`src/rtl/dispatch_pkg.sv`:
```
// Shared widths, micro-op opcodes and record layouts for the dispatch stage.
// Imported by every RTL block and by the testbench.
package dispatch_pkg;

	localparam int xlen_w = 32;
	localparam int areg_w = 5;
	localparam int areg_n = 1 << areg_w;

	// Rename copies per architectural register.
	localparam int rb = 4;
	localparam int rb_w = 2;

	// Tag is {register index, copy index}.
	localparam int tag_w = areg_w + rb_w;

	localparam int op_w = 6;

	typedef enum logic [op_w-1:0] {
		// ALU class.
		op_lui, op_auipc,
		op_addi, op_addiw, op_add, op_addw, op_sub, op_subw,
		op_slti, op_sltiu, op_slt, op_sltu,
		op_xori, op_ori, op_andi, op_xor, op_or, op_and,
		op_slli, op_slliw, op_sll, op_sllw,
		op_srli, op_srliw, op_srl, op_srlw,
		op_srai, op_sraiw, op_sra, op_sraw,
		// Branch class.
		op_jal, op_jalr, op_beq, op_bne, op_blt, op_bge, op_bltu, op_bgeu,
		// Load/store class.
		op_lb, op_lh, op_lw, op_ld, op_lbu, op_lhu, op_lwu,
		op_sb, op_sh, op_sw, op_sd,
		op_fence, op_fence_i,
		// CSR class.
		op_csrrw, op_csrrs, op_csrrc, op_csrrwi, op_csrrsi, op_csrrci,
		// Not implemented, dropped at dispatch.
		op_mret, op_ebreak
	} uop_e;

	// Micro-op layout is {op, pc, imm, rd, rs1, rs2}.
	localparam int uop_w = op_w + 2 * xlen_w + 3 * areg_w;

	// Issue records.
	localparam int alu_info_w = op_w + 2 * xlen_w + 3 * tag_w;
	localparam int bru_info_w = op_w + 2 * xlen_w + 3 * tag_w;
	localparam int lsu_info_w = op_w + xlen_w + 3 * tag_w;
	localparam int csr_info_w = op_w + xlen_w + 12 + 2 * tag_w;

	// Reorder record is {pc, rd tag, rd written, is_branch, is_store, is_csr}.
	localparam int rob_info_w = xlen_w + tag_w + 4;
	localparam int rob_wr_pos = 3;
	localparam int rob_tag_pos = 4;

	localparam int instr_depth = 8;
	localparam int iq_depth = 4;
	localparam int rob_depth = 8;

endpackage
```
`src/rtl/dispatch_top.sv`:
```
// Dispatch stage top: instruction queue, dispatch, rename, rename state,
// four issue queues and the reorder queue. Popping the reorder head commits.
`timescale 1ns/1ps

module dispatch_top (
	input  logic                                CLK,
	input  logic                                reset,
	input  logic                                uop_push,
	input  logic [dispatch_pkg::uop_w-1:0]      uop,
	output logic                                uop_full,
	output logic                                alu_valid,
	output logic [dispatch_pkg::alu_info_w-1:0] alu_info,
	input  logic                                alu_pop,
	output logic                                bru_valid,
	output logic [dispatch_pkg::bru_info_w-1:0] bru_info,
	input  logic                                bru_pop,
	output logic                                lsu_valid,
	output logic [dispatch_pkg::lsu_info_w-1:0] lsu_info,
	input  logic                                lsu_pop,
	output logic                                csr_valid,
	output logic [dispatch_pkg::csr_info_w-1:0] csr_info,
	input  logic                                csr_pop,
	output logic                                rob_valid,
	output logic [dispatch_pkg::rob_info_w-1:0] rob_info,
	input  logic                                rob_pop
);

	import dispatch_pkg::*;

	logic [uop_w-1:0] head_uop;
	logic head_empty, instr_pop;
	logic [areg_w-1:0] rs1, rs2, rd;
	logic rd_alloc, rd_runout;
	logic [tag_w-1:0] rs1_tag, rs2_tag, rd_tag;
	logic alloc_en;
	logic [areg_w-1:0] alloc_reg;
	logic [rb_w-1:0] alloc_idx;
	logic [areg_n-1:0][rb-1:0] copy_used;
	logic [areg_n-1:0][rb_w-1:0] copy_active;
	logic alu_push, bru_push, lsu_push, csr_push, rob_push;
	logic [alu_info_w-1:0] alu_wdata;
	logic [bru_info_w-1:0] bru_wdata;
	logic [lsu_info_w-1:0] lsu_wdata;
	logic [csr_info_w-1:0] csr_wdata;
	logic [rob_info_w-1:0] rob_wdata;
	logic alu_full, bru_full, lsu_full, csr_full, rob_full;
	logic alu_empty, bru_empty, lsu_empty, csr_empty, rob_empty;
	logic commit_en;

	sync_fifo #(.depth(instr_depth), .width(uop_w)) instr_q (
		.CLK(CLK), .reset(reset), .push(uop_push), .wdata(uop), .pop(instr_pop),
		.rdata(head_uop), .full(uop_full), .empty(head_empty));

	dispatch dispatch_i (
		.head_uop(head_uop), .head_empty(head_empty), .instr_pop(instr_pop),
		.rs1(rs1), .rs2(rs2), .rd(rd), .rd_alloc(rd_alloc),
		.rs1_tag(rs1_tag), .rs2_tag(rs2_tag), .rd_tag(rd_tag), .rd_runout(rd_runout),
		.alu_push(alu_push), .alu_info(alu_wdata), .alu_full(alu_full),
		.bru_push(bru_push), .bru_info(bru_wdata), .bru_full(bru_full),
		.lsu_push(lsu_push), .lsu_info(lsu_wdata), .lsu_full(lsu_full),
		.csr_push(csr_push), .csr_info(csr_wdata), .csr_full(csr_full),
		.rob_push(rob_push), .rob_info(rob_wdata), .rob_full(rob_full));

	rename rename_i (
		.rs1(rs1), .rs2(rs2), .rd(rd), .rd_alloc(rd_alloc),
		.copy_used(copy_used), .copy_active(copy_active),
		.rs1_tag(rs1_tag), .rs2_tag(rs2_tag), .rd_tag(rd_tag), .rd_runout(rd_runout),
		.alloc_en(alloc_en), .alloc_reg(alloc_reg), .alloc_idx(alloc_idx));

	// Commit takes the rd tag and written flag from the reorder head.
	assign commit_en = rob_pop & rob_valid;

	rename_state rename_state_i (
		.CLK(CLK), .reset(reset),
		.alloc_en(alloc_en), .alloc_reg(alloc_reg), .alloc_idx(alloc_idx),
		.commit_en(commit_en), .commit_tag(rob_info[rob_tag_pos +: tag_w]),
		.commit_wr(rob_info[rob_wr_pos]),
		.copy_used(copy_used), .copy_active(copy_active));

	sync_fifo #(.depth(iq_depth), .width(alu_info_w)) alu_q (
		.CLK(CLK), .reset(reset), .push(alu_push), .wdata(alu_wdata), .pop(alu_pop),
		.rdata(alu_info), .full(alu_full), .empty(alu_empty));

	sync_fifo #(.depth(iq_depth), .width(bru_info_w)) bru_q (
		.CLK(CLK), .reset(reset), .push(bru_push), .wdata(bru_wdata), .pop(bru_pop),
		.rdata(bru_info), .full(bru_full), .empty(bru_empty));

	sync_fifo #(.depth(iq_depth), .width(lsu_info_w)) lsu_q (
		.CLK(CLK), .reset(reset), .push(lsu_push), .wdata(lsu_wdata), .pop(lsu_pop),
		.rdata(lsu_info), .full(lsu_full), .empty(lsu_empty));

	sync_fifo #(.depth(iq_depth), .width(csr_info_w)) csr_q (
		.CLK(CLK), .reset(reset), .push(csr_push), .wdata(csr_wdata), .pop(csr_pop),
		.rdata(csr_info), .full(csr_full), .empty(csr_empty));

	sync_fifo #(.depth(rob_depth), .width(rob_info_w)) rob_q (
		.CLK(CLK), .reset(reset), .push(rob_push), .wdata(rob_wdata), .pop(rob_pop),
		.rdata(rob_info), .full(rob_full), .empty(rob_empty));

	assign alu_valid = ~alu_empty;
	assign bru_valid = ~bru_empty;
	assign lsu_valid = ~lsu_empty;
	assign csr_valid = ~csr_empty;
	assign rob_valid = ~rob_empty;

endmodule

```
`src/rtl/dispatch.sv`:
```
// In-order dispatch of the instruction queue head into its issue queue and
// the reorder queue, with stall on any full queue or rename run-out.
`timescale 1ns/1ps

module dispatch (
	input  logic [dispatch_pkg::uop_w-1:0]      head_uop,
	input  logic                                head_empty,
	output logic                                instr_pop,
	output logic [dispatch_pkg::areg_w-1:0]     rs1,
	output logic [dispatch_pkg::areg_w-1:0]     rs2,
	output logic [dispatch_pkg::areg_w-1:0]     rd,
	output logic                                rd_alloc,
	input  logic [dispatch_pkg::tag_w-1:0]      rs1_tag,
	input  logic [dispatch_pkg::tag_w-1:0]      rs2_tag,
	input  logic [dispatch_pkg::tag_w-1:0]      rd_tag,
	input  logic                                rd_runout,
	output logic                                alu_push,
	output logic [dispatch_pkg::alu_info_w-1:0] alu_info,
	input  logic                                alu_full,
	output logic                                bru_push,
	output logic [dispatch_pkg::bru_info_w-1:0] bru_info,
	input  logic                                bru_full,
	output logic                                lsu_push,
	output logic [dispatch_pkg::lsu_info_w-1:0] lsu_info,
	input  logic                                lsu_full,
	output logic                                csr_push,
	output logic [dispatch_pkg::csr_info_w-1:0] csr_info,
	input  logic                                csr_full,
	output logic                                rob_push,
	output logic [dispatch_pkg::rob_info_w-1:0] rob_info,
	input  logic                                rob_full
);

	import dispatch_pkg::*;

	uop_e op;
	logic [xlen_w-1:0] pc;
	logic [xlen_w-1:0] imm;
	logic [areg_w-1:0] uop_rd;
	logic [areg_w-1:0] uop_rs1;
	logic [areg_w-1:0] uop_rs2;
	logic is_alu, is_bru, is_lsu, is_csr;
	logic is_branch, is_store, is_unimpl, writes_rd;
	logic target_ok;
	logic go;

	assign op = uop_e'(head_uop[uop_w-1 -: op_w]);
	assign {pc, imm, uop_rd, uop_rs1, uop_rs2} = head_uop[uop_w-op_w-1:0];

	always_comb begin
		is_alu = 1'b0;
		is_bru = 1'b0;
		is_lsu = 1'b0;
		is_csr = 1'b0;
		is_branch = 1'b0;
		is_store = 1'b0;
		is_unimpl = 1'b0;
		writes_rd = 1'b0;
		case (op)
			op_lui, op_auipc, op_addi, op_addiw, op_add, op_addw, op_sub, op_subw,
			op_slti, op_sltiu, op_slt, op_sltu, op_xori, op_ori, op_andi,
			op_xor, op_or, op_and, op_slli, op_slliw, op_sll, op_sllw,
			op_srli, op_srliw, op_srl, op_srlw, op_srai, op_sraiw, op_sra, op_sraw: begin
				is_alu = 1'b1;
				writes_rd = 1'b1;
			end
			op_jal, op_jalr: begin
				is_bru = 1'b1;
				writes_rd = 1'b1;
			end
			op_beq, op_bne, op_blt, op_bge, op_bltu, op_bgeu: begin
				is_bru = 1'b1;
				is_branch = 1'b1;
			end
			op_lb, op_lh, op_lw, op_ld, op_lbu, op_lhu, op_lwu: begin
				is_lsu = 1'b1;
				writes_rd = 1'b1;
			end
			op_sb, op_sh, op_sw, op_sd: begin
				is_lsu = 1'b1;
				is_store = 1'b1;
			end
			op_fence, op_fence_i:
				is_lsu = 1'b1;
			op_csrrw, op_csrrs, op_csrrc, op_csrrwi, op_csrrsi, op_csrrci: begin
				is_csr = 1'b1;
				writes_rd = 1'b1;
			end
			// mret, ebreak and undefined codes are dropped.
			default:
				is_unimpl = 1'b1;
		endcase
	end

	// Non-writing ops rename as x0 so they never allocate or run out.
	assign rs1 = uop_rs1;
	assign rs2 = uop_rs2;
	assign rd = writes_rd ? uop_rd : '0;

	assign target_ok = (is_alu & ~alu_full) | (is_bru & ~bru_full)
		| (is_lsu & ~lsu_full) | (is_csr & ~csr_full);
	assign go = ~head_empty & ~rob_full & ~rd_runout & target_ok;

	assign alu_push = go & is_alu;
	assign bru_push = go & is_bru;
	assign lsu_push = go & is_lsu;
	assign csr_push = go & is_csr;
	assign rob_push = go;
	assign rd_alloc = go & writes_rd;
	assign instr_pop = go | (~head_empty & is_unimpl);

	assign alu_info = {op, pc, imm, rd_tag, rs1_tag, rs2_tag};
	assign bru_info = {op, pc, imm, rd_tag, rs1_tag, rs2_tag};
	assign lsu_info = {op, imm, rd_tag, rs1_tag, rs2_tag};
	assign csr_info = {op, pc, imm[11:0], rd_tag, rs1_tag};
	assign rob_info = {pc, rd_tag, (rd != '0), is_branch, is_store, is_csr};

endmodule

```
`src/rtl/rename.sv`:
```
// Combinational register rename: source tags from the active copy and
// lowest free copy for the destination, with run-out detection.
`timescale 1ns/1ps

module rename (
	input  logic [dispatch_pkg::areg_w-1:0]                         rs1,
	input  logic [dispatch_pkg::areg_w-1:0]                         rs2,
	input  logic [dispatch_pkg::areg_w-1:0]                         rd,
	input  logic                                                    rd_alloc,
	input  logic [dispatch_pkg::areg_n-1:0][dispatch_pkg::rb-1:0]   copy_used,
	input  logic [dispatch_pkg::areg_n-1:0][dispatch_pkg::rb_w-1:0] copy_active,
	output logic [dispatch_pkg::tag_w-1:0]                          rs1_tag,
	output logic [dispatch_pkg::tag_w-1:0]                          rs2_tag,
	output logic [dispatch_pkg::tag_w-1:0]                          rd_tag,
	output logic                                                    rd_runout,
	output logic                                                    alloc_en,
	output logic [dispatch_pkg::areg_w-1:0]                         alloc_reg,
	output logic [dispatch_pkg::rb_w-1:0]                           alloc_idx
);

	import dispatch_pkg::*;

	logic [rb-1:0] rd_used;
	logic [rb_w-1:0] free_idx;
	logic rd_nonzero;

	// Register x0 never moves off copy 0, so its tag is always zero.
	assign rs1_tag = {rs1, copy_active[rs1]};
	assign rs2_tag = {rs2, copy_active[rs2]};

	assign rd_used = copy_used[rd];
	assign rd_nonzero = (rd != '0);

	// Lowest copy not in use.
	always_comb begin
		free_idx = '0;
		for (int i = rb - 1; i >= 0; i--) begin
			if (!rd_used[i])
				free_idx = rb_w'(i);
		end
	end

	assign rd_runout = rd_nonzero & (&rd_used);
	assign rd_tag = rd_nonzero ? {rd, free_idx} : '0;

	assign alloc_en = rd_alloc & rd_nonzero;
	assign alloc_reg = rd;
	assign alloc_idx = free_idx;

endmodule

```
`src/rtl/rename_state.sv`:
```
// Rename bookkeeping per architectural register: used copies, active copy
// and architectural copy. Written by rename at dispatch and by commit.
`timescale 1ns/1ps

module rename_state (
	input  logic                                                CLK,
	input  logic                                                reset,
	input  logic                                                alloc_en,
	input  logic [dispatch_pkg::areg_w-1:0]                     alloc_reg,
	input  logic [dispatch_pkg::rb_w-1:0]                       alloc_idx,
	input  logic                                                commit_en,
	input  logic [dispatch_pkg::tag_w-1:0]                      commit_tag,
	input  logic                                                commit_wr,
	output logic [dispatch_pkg::areg_n-1:0][dispatch_pkg::rb-1:0]   copy_used,
	output logic [dispatch_pkg::areg_n-1:0][dispatch_pkg::rb_w-1:0] copy_active
);

	import dispatch_pkg::*;

	logic [areg_n-1:0][rb_w-1:0] copy_arch;
	logic [areg_w-1:0] commit_reg;
	logic [rb_w-1:0] commit_idx;

	assign commit_reg = commit_tag[tag_w-1 -: areg_w];
	assign commit_idx = commit_tag[rb_w-1:0];

	always_ff @(posedge CLK) begin
		if (reset) begin
			// Copy 0 of every register starts in use and committed.
			for (int r = 0; r < areg_n; r++) begin
				copy_used[r] <= rb'(1);
				copy_active[r] <= '0;
				copy_arch[r] <= '0;
			end
		end else begin
			if (alloc_en) begin
				copy_used[alloc_reg][alloc_idx] <= 1'b1;
				copy_active[alloc_reg] <= alloc_idx;
			end
			// The freed copy is never the one being allocated.
			if (commit_en && commit_wr) begin
				copy_used[commit_reg][copy_arch[commit_reg]] <= 1'b0;
				copy_arch[commit_reg] <= commit_idx;
			end
		end
	end

endmodule

```
`src/rtl/sync_fifo.sv`:
```
// Synchronous FIFO with full and empty levels and the head on rdata.
// Used for the instruction, issue and reorder queues.
`timescale 1ns/1ps

module sync_fifo #(
	parameter int depth = 4,
	parameter int width = 8
) (
	input  logic             CLK,
	input  logic             reset,
	input  logic             push,
	input  logic [width-1:0] wdata,
	input  logic             pop,
	output logic [width-1:0] rdata,
	output logic             full,
	output logic             empty
);

	localparam int ptr_w = (depth > 1) ? $clog2(depth) : 1;
	localparam int cnt_w = $clog2(depth + 1);

	logic [width-1:0] mem [depth];
	logic [ptr_w-1:0] rd_ptr;
	logic [ptr_w-1:0] wr_ptr;
	logic [cnt_w-1:0] count;
	logic do_push;
	logic do_pop;

	// Push when full and pop when empty are ignored.
	assign do_push = push & ~full;
	assign do_pop = pop & ~empty;

	always_ff @(posedge CLK) begin
		if (do_push)
			mem[wr_ptr] <= wdata;
	end

	always_ff @(posedge CLK) begin
		if (reset) begin
			rd_ptr <= '0;
			wr_ptr <= '0;
			count <= '0;
		end else begin
			if (do_push)
				wr_ptr <= (wr_ptr == ptr_w'(depth - 1)) ? '0 : wr_ptr + ptr_w'(1);
			if (do_pop)
				rd_ptr <= (rd_ptr == ptr_w'(depth - 1)) ? '0 : rd_ptr + ptr_w'(1);
			count <= count + cnt_w'(do_push) - cnt_w'(do_pop);
		end
	end

	assign rdata = mem[rd_ptr];
	assign full = (count == cnt_w'(depth));
	assign empty = (count == '0);

endmodule

```
`config.mk`:
```
export PLATFORM = sky130hd
export DESIGN_NAME = dispatch_top
export DESIGN_NICKNAME = d
export VERILOG_FILES = /design/src/rtl/dispatch_pkg.sv /design/src/rtl/dispatch_top.sv /design/src/rtl/dispatch.sv /design/src/rtl/rename.sv /design/src/rtl/rename_state.sv /design/src/rtl/sync_fifo.sv
export SDC_FILE = /design/constraint.sdc
export NUM_CORES = 2
export LEC_CHECK = 0
export BUFFER_PORTS_ARGS = -buffer_cell sky130_fd_sc_hd__clkbuf_2
export CORE_ASPECT_RATIO = 1.5
export CORE_MARGIN = 2
export CORE_UTILIZATION = 55
export DETAILED_ROUTE_END_ITERATION = 16
export PLACE_DENSITY = 0.74
export REMOVE_ABC_BUFFERS = 1
export SLEW_MARGIN = 20
export SYNTH_ARGS = -nofsm -noshare
export SYNTH_HDL_FRONTEND = slang
export SYNTH_SLANG_ARGS = --single-unit
```
`constraint.sdc`:
```
create_clock -name CLK -period 10.9 [get_ports CLK]
set_input_delay 1.635 -clock CLK [delete_from_list [all_inputs] [get_ports CLK]]
set_output_delay 1.635 -clock CLK [all_outputs]
set_load 0.02 [all_outputs]
```
# Word-level counts from Yosys, hierarchy flattened
# Memories as Yosys holds them, arrays and structs flattened. A register that Yosys moved wholly into a read port is not among the register bits.
# Index checks and enable logic that the tools add are counted.
# totals
output_inout_bits	354
ramBits	2244
register_bits	304
memories	6
inputBits	93
# op_classes
n_mux	75
order_cmp	10
n_eq_ne	74
add_sub_neg	24
reduce_logical	22
n_bitwise	47
# memory_table
name	words	width	rd	rd_clocked_by_memory_dff	write_ports	line_no	rtl
instr_q.mem	8	85	1	1	1	sync_fifo.sv:22	logic [width-1:0] mem [depth];
alu_q.mem	4	91	1	1	1	sync_fifo.sv:22	
bru_q.mem	4	91	1	1	1	sync_fifo.sv:22	
rob_q.mem	8	43	1	1	1	sync_fifo.sv:22	
csr_q.mem	4	64	1	1	1	sync_fifo.sv:22	
lsu_q.mem	4	59	1	1	1	sync_fifo.sv:22	
# ops
op	count
$mux 128	3
$eq 6x6->1 const B	25
$and 128x128->128	1
$bwmux 64	2
$not 128->128	1
$or 128x128->128	1
$eq 6x5->1 const B	16
$reduce_or 57->1	1
$mux 2	25
$eq 6x4->1 const B	8
$reduce_or 45->1	1
$demux 4 s5	2
$bmux 2 s5	3
$reduce_or 30->1	1
$and 1x1->1	27
$eq 3x3->1 const B	8
$eq 6x3->1 const B	4
$lt 5x6->1 const B	4
$mux 3	8
$mux 1	22
$bmux 4 s5	1
$demux 2 s5	2
$add 2x1->2 const B	8
$eq 2x2->1 const B	8
other kinds (27)	70

# Longest topological paths before layout
# depth
depth_word	21
mapped_depth	23
mapped_depth_nobuf	17

# By module
# A second synthesis with hierarchy kept.
# unflattened
cells_unflattened	5142
area_unflattened_um2	101638.7
# by_module_without_submodules
mod	cells_each	area_per_inst_um2	n_inst
sync_fifo at alu_q ...	525	13581.8	2
sync_fifo at instr_q	1061	26170.1	1
sync_fifo at rob_q	577	13862.0	1
rename_state	1111	10281.1	1
sync_fifo at csr_q	384	9696.8	1
sync_fifo at lsu_q	359	8984.9	1
dispatch	408	3019.1	1
rename	186	2436.1	1
dispatch_top	6	25.0	1

# Least setup slack after synthesis
# No wires, ideal clock.
# synth_timing
kind	input -> register
from	input uop_push
to	memory instr_q.mem[0][0] (netlist name), enable pin
setup_slack_ps	312
cell_stages	2
arrival_time_ps	9851
path_cell_list	nand2_1 > nor4_1
# synth_via
elab_chain_len	3
# synth_lines
element	line_no	rtl
start, declared	dispatch_top.sv:8	input logic uop_push,
$and 1x1->1	sync_fifo.sv:30	assign do_push = push & ~full;
$mux 1	sync_fifo.sv:34	if (do_push)
$mux 1 (not written as such)	sync_fifo.sv:35	mem[wr_ptr] <= wdata;
end, declared	sync_fifo.sv:22	
# No other way between the ends.

==> impl.org <==
** Layout
- Final Core Density :: 62.2%
- Total number of nets in the final design :: 5566
- In the layout the commonest cells are 2244 x sky130_fd_sc_hd__edfxtp_1, 565 x sky130_fd_sc_hd__mux4_2, 445 x sky130_fd_sc_hd__clkbuf_2.
- Most common cell after layout, fill and taps aside :: sky130_fd_sc_hd__edfxtp_1
- Area delta synth->final :: 12.6%
- Final design area excluding fillers :: 111000 sq um
- The post-route netlist has 29.7% of its cells at a drive strength greater than 1.

** Detailed routing
- The detailed router finished its first iteration with 6013 violations.
- Number of routed nets with antenna violations :: 0
- Detailed route wirelength on metal2 :: 124000 um
- Detailed-route wire length :: 247000 um
- Highest routed layer :: met5
- Routed vias/inst :: 6.32
- The routed layout has 50700 vias.
- In the final routed layout, each cell accounts on average for 30.8 um.
- After detailed routing, the wire length on met1 is 93300 um.
- The first detailed-routing pass ran for 6 iterations.
- Wire length on met3 :: 23600 um
- For this run, design rule violations remaining after detail routing come to 0.

** Floorplanning
- Overall die height :: 523 um
- Total number of placement rows :: 190
- The total area inside the core boundary comes to 179000 sq um.
- The die is 350 um wide.
- Initial Util :: 55.3%
- I/O pin total :: 447
- Die Area :: 183000 sq um

** Global routing
- Entering global routing, the biggest net connects 168 pins.
- The number of antenna violations at the first check in global routing was 33.
- Global route total overflow :: 0
- Via count of the first global-routing pass :: 50800
- The first global-routing pass estimated 356000 um of wire.
- Global routing consumed, over all layers together, 27.2% of the routing resources.

** Setup path
- Among all stages on the critical path, the largest delay is contributed by sky130_fd_sc_hd__and2_4.
- Cell occurring most often along the worst timing path :: sky130_fd_sc_hd__buf_4
- STA puts the critical path data required time at 11.38 ns.
- Largest driver fanout on the critical path :: 47
- STA puts the critical path data arrival time at 7.57 ns.
- Kind of critical path :: reg2reg
- Type of origin of the critical path :: flop
- On the worst path, the slowest cell contributes a delay of 0.86 ns.
- The signal on the critical path passes through buf_4, mux4_2, mux2i_1, inv_1, o21ai_0, a2111o_1, a21boi_0, o31ai_1, o221ai_1, nor4_4, buf_4, nor3_4, and2_4, buf_4.
- The worst setup path is captured at a flop.

** Clock network
- Worst-skew pair later-pin latency :: 0.89 ns
- Once the clock tree was built, the resizer swapped 0 gates to a different size.
- For this design, the sink count on the clock tree is 2562.
- Buffers inserted to repair hold after CTS numbered 0.
- Post-CTS Setup Bufs :: 0
- H-tree Lvls :: 4
- TritonCTS built the clock tree.
- The root buffer cell chosen for the clock tree is sky130_fd_sc_hd__clkbuf_16.
- Clock-pin slew was measured on the worst setup and hold paths at 0.06 ns.
- Clock tree synthesis inserted a total of 219 buffers.
- Counting along the longest clock path gives a buffer depth of 3.

** Place
- The wire-length estimate of the detail-placed layout is 152000 um.
- After detailed placement, the total cell area comes to 104000 sq um.
- Routability-driven placement finished with a final weighted congestion of 0.952.
- Port buffering added 446 buffers.

** Logic synthesis
- Synth Area per Inst :: 20.1 sq um
- Share of the synthesized area in the top cell type :: 68.3%
- Library cell occupying the most area in the post-synthesis netlist :: sky130_fd_sc_hd__edfxtp_1
- Part of the Yosys area used for sequential elements :: 74.8%
- Share of async-settable or async-resettable flops after synthesis :: 0%
- Count of flip-flops with a built-in enable after synthesis :: 2244
- Sorting the synthesized cells by area gives the leading types as sky130_fd_sc_hd__edfxtp_1 68%, sky130_fd_sc_hd__mux4_2 13%, sky130_fd_sc_hd__dfxtp_1 6.5%, sky130_fd_sc_hd__mux2i_1 2.4%, sky130_fd_sc_hd__a211oi_1 1.3%.
- Count of warnings emitted by yosys :: 0
- The mapped netlist covers 98700 sq um.
- Number of library cell types mapped by synthesis :: 81
- Synthesized netlist cell count :: 4906
- In this run, synthesis produced a sequential element count of 2562.
- Commonest register cell after synthesis :: sky130_fd_sc_hd__edfxtp_1

** STA
- Setup repair after global routing left no endpoint under its margin.
- Transition time at the pin with the least slew margin :: 1.19 ns
- Between clock sinks in the finished design, the worst skew comes to 0.0809 ns.
- Hold Vio Cnt, Final :: 0
- The routed design could run at a clock period as short as 7.09 ns.
- In this run the tightest slew margin relative to its limit is 20.8%.
- After layout, the worst path uses 65.1% of the clock period.
- Setup violations remaining at the end of the flow were counted as 0.
- The max-slew violation count was 0.
- Timing would allow up to 0.141 GHz.

** Pwr
- Total power consumption of the routed design :: 0.0295 W
- For this design the ratio of total power to cell area is 265 nW/um^2.
- The worst-case IR drop observed on VDD is 0.263 mV.
- The analysis attributes to cell leakage a power of 35.5 nW.

** Status
- Result of the run :: completed

** Min path
- The worst hold path begins at lsu_q.rd_ptr[1].
- The worst hold path belongs to the class reg2reg.

** Job
- Maxcap violations :: 0
logic make-up after synthesis:
group	Yosys count	share of synthesized area, %
DFF	2562	74.8
AOI/OAI and AO/OA	432	2.89
xor gates and xnor gates	12	0.107
and+or+nand+nor	598	3.39
adders and majority gates	54	0.730
buffers and inverters	329	1.44
muxes	919	16.7
critical path, delay by kind of cell (launching register included):
family	cells	cell delay [ns]
compound gates	5	1.64
simple gates	3	1.35
buf+inv	4	2.16
flops	1	0.60
mux	2	0.84
final timing paths:
kind,depth (start not counted),slack (ns),to
max,14,3.81,alu_q.mem[1][48]
min,2,0.48,flop
max reg2reg,14,3.81,alu_q.mem[1][48]
min reg2reg,2,0.48,flop
report_power, final:
part           switching (W)  internal, W
clock                0.00354      0.00424
sequential          0.000462       0.0126
combinational        0.00586      0.00277
cells in the mapped netlist (35+ instances only):
library cell	instances
sky130_fd_sc_hd__a211oi_1	169
sky130_fd_sc_hd__ha_1	48
sky130_fd_sc_hd__a21oi_1	185
sky130_fd_sc_hd__mux4_2	566
sky130_fd_sc_hd__nor2b_1	35
sky130_fd_sc_hd__nor3_1	60
sky130_fd_sc_hd__inv_1	69
sky130_fd_sc_hd__edfxtp_1	2244
sky130_fd_sc_hd__clkbuf_1	144
sky130_fd_sc_hd__buf_1	60
sky130_fd_sc_hd__nor2_1	207
sky130_fd_sc_hd__nand2_1	96
sky130_fd_sc_hd__nand3_1	45
sky130_fd_sc_hd__mux2i_1	232
sky130_fd_sc_hd__nand2b_1	41
sky130_fd_sc_hd__dfxtp_1	318
sky130_fd_sc_hd__mux2_2	112
per-layer routing:
layer / vias to the layer above / track usage, %
met5: - / 0
met4: 28 / 7.99
met3: 410 / 5.67
met2: 2501 / 45.1
met1: 26700 / 36.8
li1: 21000 / -
registers in the layout, indices dropped and copies added (netlist names), 3 cells and up, named ones only:
| signal | cells |
|---|---|
| instr_q.mem | 680 |
| alu_q.mem | 364 |
| bru_q.mem | 364 |
| rob_q.mem | 344 |
| csr_q.mem | 256 |
| lsu_q.mem | 236 |
| rename_state_i.copy_used | 128 |
| rename_state_i.copy_active | 64 |
| rename_state_i.copy_arch | 64 |
| instr_q.count | 4 |
| rob_q.count | 4 |
| alu_q.count | 3 |
| bru_q.count | 3 |
| csr_q.count | 3 |
| instr_q.rd_ptr | 3 |
| instr_q.wr_ptr | 3 |
| lsu_q.count | 3 |
| rob_q.rd_ptr | 3 |
| rob_q.wr_ptr | 3 |
layout make-up:
type	count	area, sq um
diodes	17	42.5
clock buffers	287	5900
clock inverters	122	1270
fillers	12100	67400
inverters	75	282
multi-input cells	2015	23700
flip-flops and latches	2562	73800
well taps	2400	3000
repair buffers	546	3060
metrics by stage:
stage / cells / setup TNS (ns) / hold WS [ns] / setup slack (ns)
final: 8024 / 0 / 0.483 / 3.81
after floorplan: 4652 / -4997.63 / 0.426 / -4.12
after detailed placement: 7595 / 0 / 0.463 / 3.67
after global routing: 8012 / 0 / 0.484 / 3.37
after global placement: 7594 / 0 / 0.453 / 3.84
after CTS: 8004 / 0 / 0.474 / 3.61
(Power assumes the default switching activity.)
